[config.mk]
export PLATFORM = sky130hd
export DESIGN_NAME = inst_decode_flat
export DESIGN_NICKNAME = d
export VERILOG_FILES = /design/src/hw/rv_pkg.sv /design/src/hw/reg_read_if.sv /design/src/hw/inst_decode.sv /design/src/flat_wrapper.sv
export SDC_FILE = /design/constraint.sdc
export NUM_CORES = 1
export LEC_CHECK = 0
export ABC_AREA = 1
export BUFFER_PORTS_ARGS = -buffer_cell sky130_fd_sc_hd__buf_2
export CAP_MARGIN = 20
export CORE_AREA = 2 2 96 98
export DETAILED_ROUTE_END_ITERATION = 10
export DIE_AREA = 0 0 98 100
export SYNTH_ARGS = -nofsm -noshare
export SYNTH_HDL_FRONTEND = slang
export SYNTH_SLANG_ARGS = --single-unit
[constraint.sdc]
create_clock -name vclk -period 2.14
set_input_delay 0.214 -clock vclk [all_inputs]
set_output_delay 0.214 -clock vclk [all_outputs]
set_load 0.03 [all_outputs]
[src/hw/rv_pkg.sv]
// rv64i execute slice definitions
`default_nettype none

package rv_pkg;

  localparam int XLEN    = 64;
  localparam int NREGS   = 32;
  localparam int RIDX_W  = $clog2(NREGS);
  localparam int SHAMT_W = $clog2(XLEN);

  typedef logic [RIDX_W-1:0] ridx_t;
  typedef logic [XLEN-1:0]   word_t;
  typedef logic [31:0]       inst_t;

  // major opcodes
  localparam logic [6:0] OPC_OP     = 7'b0110011;
  localparam logic [6:0] OPC_OP_IMM = 7'b0010011;
  localparam logic [6:0] OPC_LUI    = 7'b0110111;

  // funct3 encodings shared by OP and OP-IMM
  localparam logic [2:0] F3_ADD_SUB = 3'b000;
  localparam logic [2:0] F3_SLL     = 3'b001;
  localparam logic [2:0] F3_SLT     = 3'b010;
  localparam logic [2:0] F3_SLTU    = 3'b011;
  localparam logic [2:0] F3_XOR     = 3'b100;
  localparam logic [2:0] F3_SRL_SRA = 3'b101;
  localparam logic [2:0] F3_OR      = 3'b110;
  localparam logic [2:0] F3_AND     = 3'b111;

  // funct7 alt form selects sub and sra
  localparam logic [6:0] F7_BASE = 7'b0000000;
  localparam logic [6:0] F7_ALT  = 7'b0100000;

  typedef enum logic [3:0] {
    ALU_ADD,
    ALU_SUB,
    ALU_SLL,
    ALU_SLT,
    ALU_SLTU,
    ALU_XOR,
    ALU_SRL,
    ALU_SRA,
    ALU_OR,
    ALU_AND,
    ALU_PASSB
  } alu_op_t;

endpackage

`default_nettype wire
[src/hw/reg_read_if.sv]
// register file read ports
`default_nettype none

interface reg_read_if;

  rv_pkg::ridx_t rs1;
  logic          rs1_ren;
  rv_pkg::word_t rs1_data;

  rv_pkg::ridx_t rs2;
  logic          rs2_ren;
  rv_pkg::word_t rs2_data;

  modport requester (
    output rs1, rs1_ren, rs2, rs2_ren,
    input  rs1_data, rs2_data
  );

  modport responder (
    input  rs1, rs1_ren, rs2, rs2_ren,
    output rs1_data, rs2_data
  );

endinterface

`default_nettype wire

[src/hw/inst_decode.sv]
// instruction decoder
`default_nettype none

module inst_decode (
  input  wire rv_pkg::inst_t i_instr,

  reg_read_if.requester      rd_port,

  output rv_pkg::alu_op_t    o_alu_op,
  output logic               o_use_imm,
  output rv_pkg::word_t      o_imm,
  output rv_pkg::ridx_t      o_rd,
  output logic               o_rd_wen,
  output logic               o_illegal
);

  logic [6:0]    opcode;
  logic [2:0]    funct3;
  logic [6:0]    funct7;
  logic          is_shift;
  logic          op_legal;
  logic          shift_legal;
  rv_pkg::word_t imm_i;
  rv_pkg::word_t imm_sh;
  rv_pkg::word_t imm_u;

  assign opcode = i_instr[6:0];
  assign funct3 = i_instr[14:12];
  assign funct7 = i_instr[31:25];

  assign o_rd        = i_instr[11:7];
  assign rd_port.rs1 = i_instr[19:15];
  assign rd_port.rs2 = i_instr[24:20];

  assign imm_i  = {{(rv_pkg::XLEN-12){i_instr[31]}}, i_instr[31:20]};
  assign imm_sh = {{(rv_pkg::XLEN-rv_pkg::SHAMT_W){1'b0}}, i_instr[20 +: rv_pkg::SHAMT_W]};
  // lui result is sign extended on rv64
  assign imm_u  = {{(rv_pkg::XLEN-32){i_instr[31]}}, i_instr[31:12], 12'b0};

  assign is_shift = (funct3 == rv_pkg::F3_SLL) || (funct3 == rv_pkg::F3_SRL_SRA);

  // alt funct7 only exists for sub and sra
  assign op_legal = (funct7 == rv_pkg::F7_BASE) ||
                    ((funct7 == rv_pkg::F7_ALT) &&
                     ((funct3 == rv_pkg::F3_ADD_SUB) || (funct3 == rv_pkg::F3_SRL_SRA)));

  // rv64 shifts keep bit 25 for shamt, so check bits 31:26 only
  assign shift_legal = (i_instr[31:26] == 6'b000000) ||
                       ((i_instr[31:26] == 6'b010000) && (funct3 == rv_pkg::F3_SRL_SRA));

  function automatic rv_pkg::alu_op_t map_op(input logic [2:0] f3, input logic alt);
    case (f3)
      rv_pkg::F3_ADD_SUB: return alt ? rv_pkg::ALU_SUB : rv_pkg::ALU_ADD;
      rv_pkg::F3_SLL:     return rv_pkg::ALU_SLL;
      rv_pkg::F3_SLT:     return rv_pkg::ALU_SLT;
      rv_pkg::F3_SLTU:    return rv_pkg::ALU_SLTU;
      rv_pkg::F3_XOR:     return rv_pkg::ALU_XOR;
      rv_pkg::F3_SRL_SRA: return alt ? rv_pkg::ALU_SRA : rv_pkg::ALU_SRL;
      rv_pkg::F3_OR:      return rv_pkg::ALU_OR;
      default:            return rv_pkg::ALU_AND;
    endcase
  endfunction

  always_comb begin
    o_alu_op        = rv_pkg::ALU_ADD;
    o_use_imm       = 1'b0;
    o_imm           = imm_i;
    o_rd_wen        = 1'b0;
    o_illegal       = 1'b0;
    rd_port.rs1_ren = 1'b0;
    rd_port.rs2_ren = 1'b0;
    case (opcode)
      rv_pkg::OPC_OP: begin
        rd_port.rs1_ren = 1'b1;
        rd_port.rs2_ren = 1'b1;
        o_alu_op        = map_op(funct3, funct7 == rv_pkg::F7_ALT);
        o_illegal       = !op_legal;
        o_rd_wen        = op_legal;
      end
      rv_pkg::OPC_OP_IMM: begin
        rd_port.rs1_ren = 1'b1;
        o_use_imm       = 1'b1;
        if (is_shift) begin
          o_imm     = imm_sh;
          o_alu_op  = map_op(funct3, i_instr[30]);
          o_illegal = !shift_legal;
          o_rd_wen  = shift_legal;
        end else begin
          o_alu_op = map_op(funct3, 1'b0);
          o_rd_wen = 1'b1;
        end
      end
      rv_pkg::OPC_LUI: begin
        o_alu_op  = rv_pkg::ALU_PASSB;
        o_use_imm = 1'b1;
        o_imm     = imm_u;
        o_rd_wen  = 1'b1;
      end
      default: begin
        o_illegal = 1'b1;
      end
    endcase
  end

endmodule

`default_nettype wire

[src/flat_wrapper.sv]
// flat-port wrapper written by rule: the top's interface ports become plain ports
module inst_decode_flat 
  (i_instr, o_alu_op, o_use_imm, o_imm, o_rd, o_rd_wen, o_illegal, rd_port_rs1, rd_port_rs1_ren, rd_port_rs2, rd_port_rs2_ren, rd_port_rs1_data, rd_port_rs2_data);
  reg_read_if rd_port_i ();
  input  wire rv_pkg::inst_t i_instr;
  output rv_pkg::alu_op_t o_alu_op;
  output logic o_use_imm;
  output rv_pkg::word_t o_imm;
  output rv_pkg::ridx_t o_rd;
  output logic o_rd_wen;
  output logic o_illegal;
  output wire logic [$bits(rd_port_i.rs1)-1:0] rd_port_rs1;
  output wire logic [$bits(rd_port_i.rs1_ren)-1:0] rd_port_rs1_ren;
  output wire logic [$bits(rd_port_i.rs2)-1:0] rd_port_rs2;
  output wire logic [$bits(rd_port_i.rs2_ren)-1:0] rd_port_rs2_ren;
  input wire logic [$bits(rd_port_i.rs1_data)-1:0] rd_port_rs1_data;
  input wire logic [$bits(rd_port_i.rs2_data)-1:0] rd_port_rs2_data;
  assign rd_port_rs1 = rd_port_i.rs1;
  assign rd_port_rs1_ren = rd_port_i.rs1_ren;
  assign rd_port_rs2 = rd_port_i.rs2;
  assign rd_port_rs2_ren = rd_port_i.rs2_ren;
  assign rd_port_i.rs1_data = rd_port_rs1_data;
  assign rd_port_i.rs2_data = rd_port_rs2_data;
  inst_decode u_core (.i_instr(i_instr), .rd_port(rd_port_i), .o_alu_op(o_alu_op), .o_use_imm(o_use_imm), .o_imm(o_imm), .o_rd(o_rd), .o_rd_wen(o_rd_wen), .o_illegal(o_illegal));
endmodule
==> results of run 1 <==
==> final timing paths <==
check | from | to | slack, ns | cells past startpoint
setup / recovery | i_instr[3] | o_imm[14] | 0.47 | 9
hold / removal | i_instr[7] | o_rd[0] | 0.43 | 0
==> cells in the mapped netlist, drive strengths merged <==
cell,instances
buf,54
nand2,37
inv,27
nor2,22
nand3,17
o211ai,15
a21oi,6
o21ai,3
nand4,2
o31ai,1
==> cell families (layout without fill, tap and decap cells) <==
| group | after synthesis | count (layout) |
|---|---|---|
| AOI/OAI and AO/OA | 25 | 25 |
| and+or+nand+nor | 78 | 78 |
| buffers and inverters | 81 | 143 |
==> per-layer routing <==
| layer | share of wire | GRT usage | up-vias |
|---|---|---|---|
| met1 | 0.41 | 0.0853 | 575 |
| li1 | - | - | 662 |
| met4 | 0.0026 | 0.00107 | 0 |
| met5 | 0 | 0 | - |
| met3 | 0.087 | 0.00627 | 2 |
| met2 | 0.50 | 0.133 | 75 |
==> layout make-up <==
class              instances  share of cell area
well taps                111              0.0951
repair buffers           116               0.416
multi-input cells        103               0.419
inverters                 27              0.0694
==> layout by cell type (no fill, tap or decap), drive strengths merged <==
cell type    n
nand4        2
nor2        22
nand2       37
o211ai      15
inv         27
nand3       17
a21oi        6
buf        116
o21ai        3
o31ai        1
==> through the flow <==
step           hold slack (ns)   util  setup slack, ns
2_1_floorplan            0.560      -            0.271
3_3_place_gp             0.428  0.164            0.467
3_5_place_dp             0.428  0.164            0.449
4_1_cts                  0.428  0.164            0.444
5_1_grt                  0.428  0.164            0.295
6_report                 0.428  0.164            0.473
==> report_power, final <==
| group | total, W | internal, W | switching (W) |
|---|---|---|---|
| clock | 0 | 0 | 0 |
| combinational | 0.000368 | 0.000103 | 0.000266 |
| sequential | 0 | 0 | 0 |
==> results.sh, run 1 <==
export IMPL_yosysTopAreaCell="buf_4"
export IMPL_fmax_mhz=600
export IMPL_core_area_sq_um=8890
export IMPL_grt_overflow=0
export IMPL_peakVddDrop_v=0.0000637
export IMPL_hold_viol=0
export IMPL_syn_to_final_growth_pct=28.2
export IMPL_synthSimpleGateAreaFrac=0.331
export IMPL_finalCritPeriodShare=0.779
export IMPL_tightest_slew_ns=0.348
export IMPL_syn_num_nets=344
export IMPL_drtPass1Iterations=4
export IMPL_fp_dieW_um=98
export IMPL_synthAdderAreaFrac=0
export IMPL_tns_ns=0
export IMPL_synthDominantCellAreaShare=0.310
export IMPL_dieArea_sq_um=9800
export IMPL_rows=35
export IMPL_worstHoldPathType="input pin to output pin"
export IMPL_synthCells=184
export IMPL_grt_use_total=0.0681
export IMPL_seqCellArea_sq_um=0
export IMPL_wl_um=3810
export IMPL_first_iter_violations=46
export IMPL_status="finished clean"
export IMPL_synth_mux_area_frac=0
export IMPL_multi_input_area_sq_um=612
export IMPL_ctsHoldBuffers=0
export IMPL_clock_buffer_count=0
export IMPL_diodes=0
export IMPL_drc_errors=0
export IMPL_place_gp_congestion=0.766
export IMPL_crit_fanout=11
export IMPL_grt_pass1_wl_um=5400
export IMPL_via_per_inst=3.68
export IMPL_p_total_w=0.000368
export IMPL_seq_cell_count=0
export IMPL_grt_pass1_vias=1062
export IMPL_crit_path_max_incr_delay_ns=0.23
export IMPL_syn_mean_instance_area_sq_um=6.19
export IMPL_synth_compound_area_frac=0.207
export IMPL_cp_required_ns=1.93
export IMPL_synthesis_area_sq_um=1140
export IMPL_nets=408
export IMPL_layout_drive_gt1_share=0.589
export IMPL_wl_per_cell_um=10.7
export IMPL_finalMaxSlewViolations=0
export IMPL_placed_area_sq_um=1460
export IMPL_post_cts_setup_buffers=0
export IMPL_p_leak_nw=0.912
export IMPL_drv_cap=0
export IMPL_crit_type="input pin to output pin"
export IMPL_yosysWarnings=0
export IMPL_slowest_stage="buf_4"
export IMPL_cp_buffers_inverters=4
export IMPL_io_pins=248
export IMPL_crit_top_cell="buf_2"
export IMPL_antenna_found_initial=0
export IMPL_path_cells="buf_2, inv_1, nand2_1, nor2_1, nand2_2, nand3_1, buf_4, o211ai_2, buf_2"
export IMPL_cts_resized=0
export IMPL_synth_seq_area_share=0
export IMPL_worstSetupEndpointType="output pin"
export IMPL_synth_top_family_by_area="buffers and inverters"
export IMPL_setup_viol=0
export IMPL_relSlewSlack=0.768
export IMPL_layoutNonFillerInstCount=357
export IMPL_ant_nets=0
export IMPL_synth_cell_type_count=18
export IMPL_fillers=1032
export IMPL_dp_cells=357
export IMPL_io_buffers=110
export IMPL_synthTopCellsByArea="buf_4 (31%), o211ai_2 (15%), nand2_1 (11%), inv_1 (8.9%), nor2_1 (5.9%)"
export IMPL_p_per_area_nw_per_um2=252
export IMPL_synth_xor_area_frac=0
export IMPL_start_util=0.128
export IMPL_grt_max_degree=34
export IMPL_worst_endpoint_arrival_ns=1.45
export IMPL_fin_crit_ns=1.67
export IMPL_rsz0062_at_grt="false"
export IMPL_num_vias=1314
export IMPL_cp_top_family="buffers and inverters"
export IMPL_die_h_um=100
export IMPL_hpwl_um=3380
export IMPL_design_area_sq_um=1460
export IMPL_cp_start_kind="input pin"
Note: power is estimated with default switching activity, not from simulation.
==> run 2: changes to the inputs <==
--- a/config.mk
+++ b/config.mk
@@ -8,9 +8,9 @@
 export ABC_AREA = 1
 export BUFFER_PORTS_ARGS = -buffer_cell sky130_fd_sc_hd__buf_2
 export CAP_MARGIN = 20
-export CORE_AREA = 2 2 96 98
+export CORE_AREA = 2 2 97 99
 export DETAILED_ROUTE_END_ITERATION = 10
-export DIE_AREA = 0 0 98 100
+export DIE_AREA = 0 0 99 101
 export SYNTH_ARGS = -nofsm -noshare
 export SYNTH_HDL_FRONTEND = slang
 export SYNTH_SLANG_ARGS = --single-unit
==> constraint.sdc (replaced) <==
create_clock -name vclk -period 1.52
set_input_delay 0.152 -clock vclk [all_inputs]
set_output_delay 0.152 -clock vclk [all_outputs]
set_load 0.03 [all_outputs]
==> results.sh, run 2 (synthesis results as in run 1) <==
export IMPL_fp_dieW_um=99
export IMPL_first_iter_violations=52
export IMPL_fin_crit_ns=1.43
export IMPL_cp_depth=10
export IMPL_grt_overflow=0
export IMPL_cp_start_kind="input pin"
export IMPL_p_total_w=0.000554
export IMPL_drtPass1Iterations=4
export IMPL_preCtsSetupSlack_ns=-0.0301
export IMPL_num_vias=1323
export IMPL_grt_max_degree=34
export IMPL_min_to="o_rd[0]"
export IMPL_drc_errors=0
export IMPL_layoutNonFillerInstCount=363
export IMPL_layout_setup_ws_ns=0.0867
export IMPL_grt_use_total=0.0690
export IMPL_diodes=0
export IMPL_rows=35
export IMPL_p_leak_nw=0.965
export IMPL_io_pins=248
export IMPL_final_common_cell="buf_2"
export IMPL_status="finished clean"
export IMPL_dp_cells=360
export IMPL_tightest_slew_ns=0.248
export IMPL_core_area_sq_um=8980
export IMPL_dieArea_sq_um=10000
export IMPL_hpwl_um=3430
export IMPL_syn_to_final_growth_pct=39.3
export IMPL_layout_drive_gt1_share=0.639
export IMPL_hold_ws_ns=0.304
export IMPL_worstHoldPathType="input pin to output pin"
export IMPL_worstHoldStart="i_instr[7]"
export IMPL_clock_buffer_count=0
export IMPL_final_util=0.177
export IMPL_ant_nets=0
export IMPL_worstSetupEndpointType="output pin"
export IMPL_wl_per_cell_um=10.7
export IMPL_worst_endpoint_arrival_ns=1.28
export IMPL_setup_viol=0
export IMPL_io_buffers=110
export IMPL_seqCellArea_sq_um=0
export IMPL_die_h_um=101
export IMPL_cp_buffers_inverters=5
export IMPL_nets=414
export IMPL_seq_cell_count=0
export IMPL_ctsHoldBuffers=0
export IMPL_crit_type="input pin to output pin"
export IMPL_start_util=0.127
export IMPL_final_cell_mix="buf_2 (99), nand2_1 (29), inv_1 (24)"
export IMPL_grt_pass1_wl_um=5710
export IMPL_place_gp_congestion=0.752
export IMPL_finalMaxSlewViolations=0
export IMPL_drv_cap=0
export IMPL_wl_um=3890
export IMPL_cp_required_ns=1.37
export IMPL_fmax_mhz=698
export IMPL_crit_fanout=33
export IMPL_via_per_inst=3.64
export IMPL_rsz0062_at_grt="true"
export IMPL_path_cells="buf_2, inv_2, nor2_4, nand2_2, nor2_4, nand3_2, nand2_2, clkinvlp_4, buf_12, buf_2"
export IMPL_cp_top_family="simple AND/OR/NAND/NOR gates"
export IMPL_grt_pass1_vias=1171
export IMPL_slowest_stage="buf_2"
export IMPL_peakVddDrop_v=0.0000962
export IMPL_crit_path_max_incr_delay_ns=0.18
export IMPL_worstHoldPathCells=0
export IMPL_antenna_found_initial=0
export IMPL_relSlewSlack=0.834
export IMPL_finalCritPeriodShare=0.943
export IMPL_p_per_area_nw_per_um2=349
export IMPL_hold_viol=0
run 2: worst max path at each step:
stage                      to  startpoint  slack, ns
CTS                 o_imm[13]  i_instr[3]      0.001
floorplan           o_imm[32]  i_instr[1]      -0.03
detailed placement  o_imm[27]  i_instr[5]      -0.03
global placement    o_imm[23]  i_instr[3]      -0.01
global route        o_imm[42]  i_instr[4]      -0.01
finish              o_imm[35]  i_instr[4]       0.09
run 2: through the flow:
stage	setup TNS (ns)	cell area, sq um
6_report	0	1590
5_1_grt	-0.260	1590
4_1_cts	0	1520
3_5_place_dp	-0.197	1510
3_3_place_gp	-0.0593	1510
2_1_floorplan	-0.896	1170
run 2: cell type report:
cell class / instances / area, sq um
repair buffers: 122 / 688
inverters: 27 / 105
well taps: 111 / 139
multi-input cells: 103 / 654
fillers: 1027 / 7390
run 2: per-layer routing:
layer	vias to the layer above	wire, um	GRT usage
met4	0	8	0.00211
met3	2	326	0.00693
met1	573	1550	0.0815
li1	675	-	-
met5	-	0	0
met2	73	2000	0.140
run 2: timing repair:
item / in CTS / in global routing
resized for setup: 2 / 23
setup endpoints to repair: 13 / 60
pin swaps: 0 / 2
cloned: 0 / 0
hold endpoints to repair: 0 / 0
setup buffers: 0 / 3
run 2: where the power goes:
group | switching (W) | internal [W] | total [W]
combinational | 0.000387 | 0.000168 | 0.000554
clock | 0 | 0 | 0
sequential | 0 | 0 | 0
total | 0.000387 | 0.000168 | 0.000554
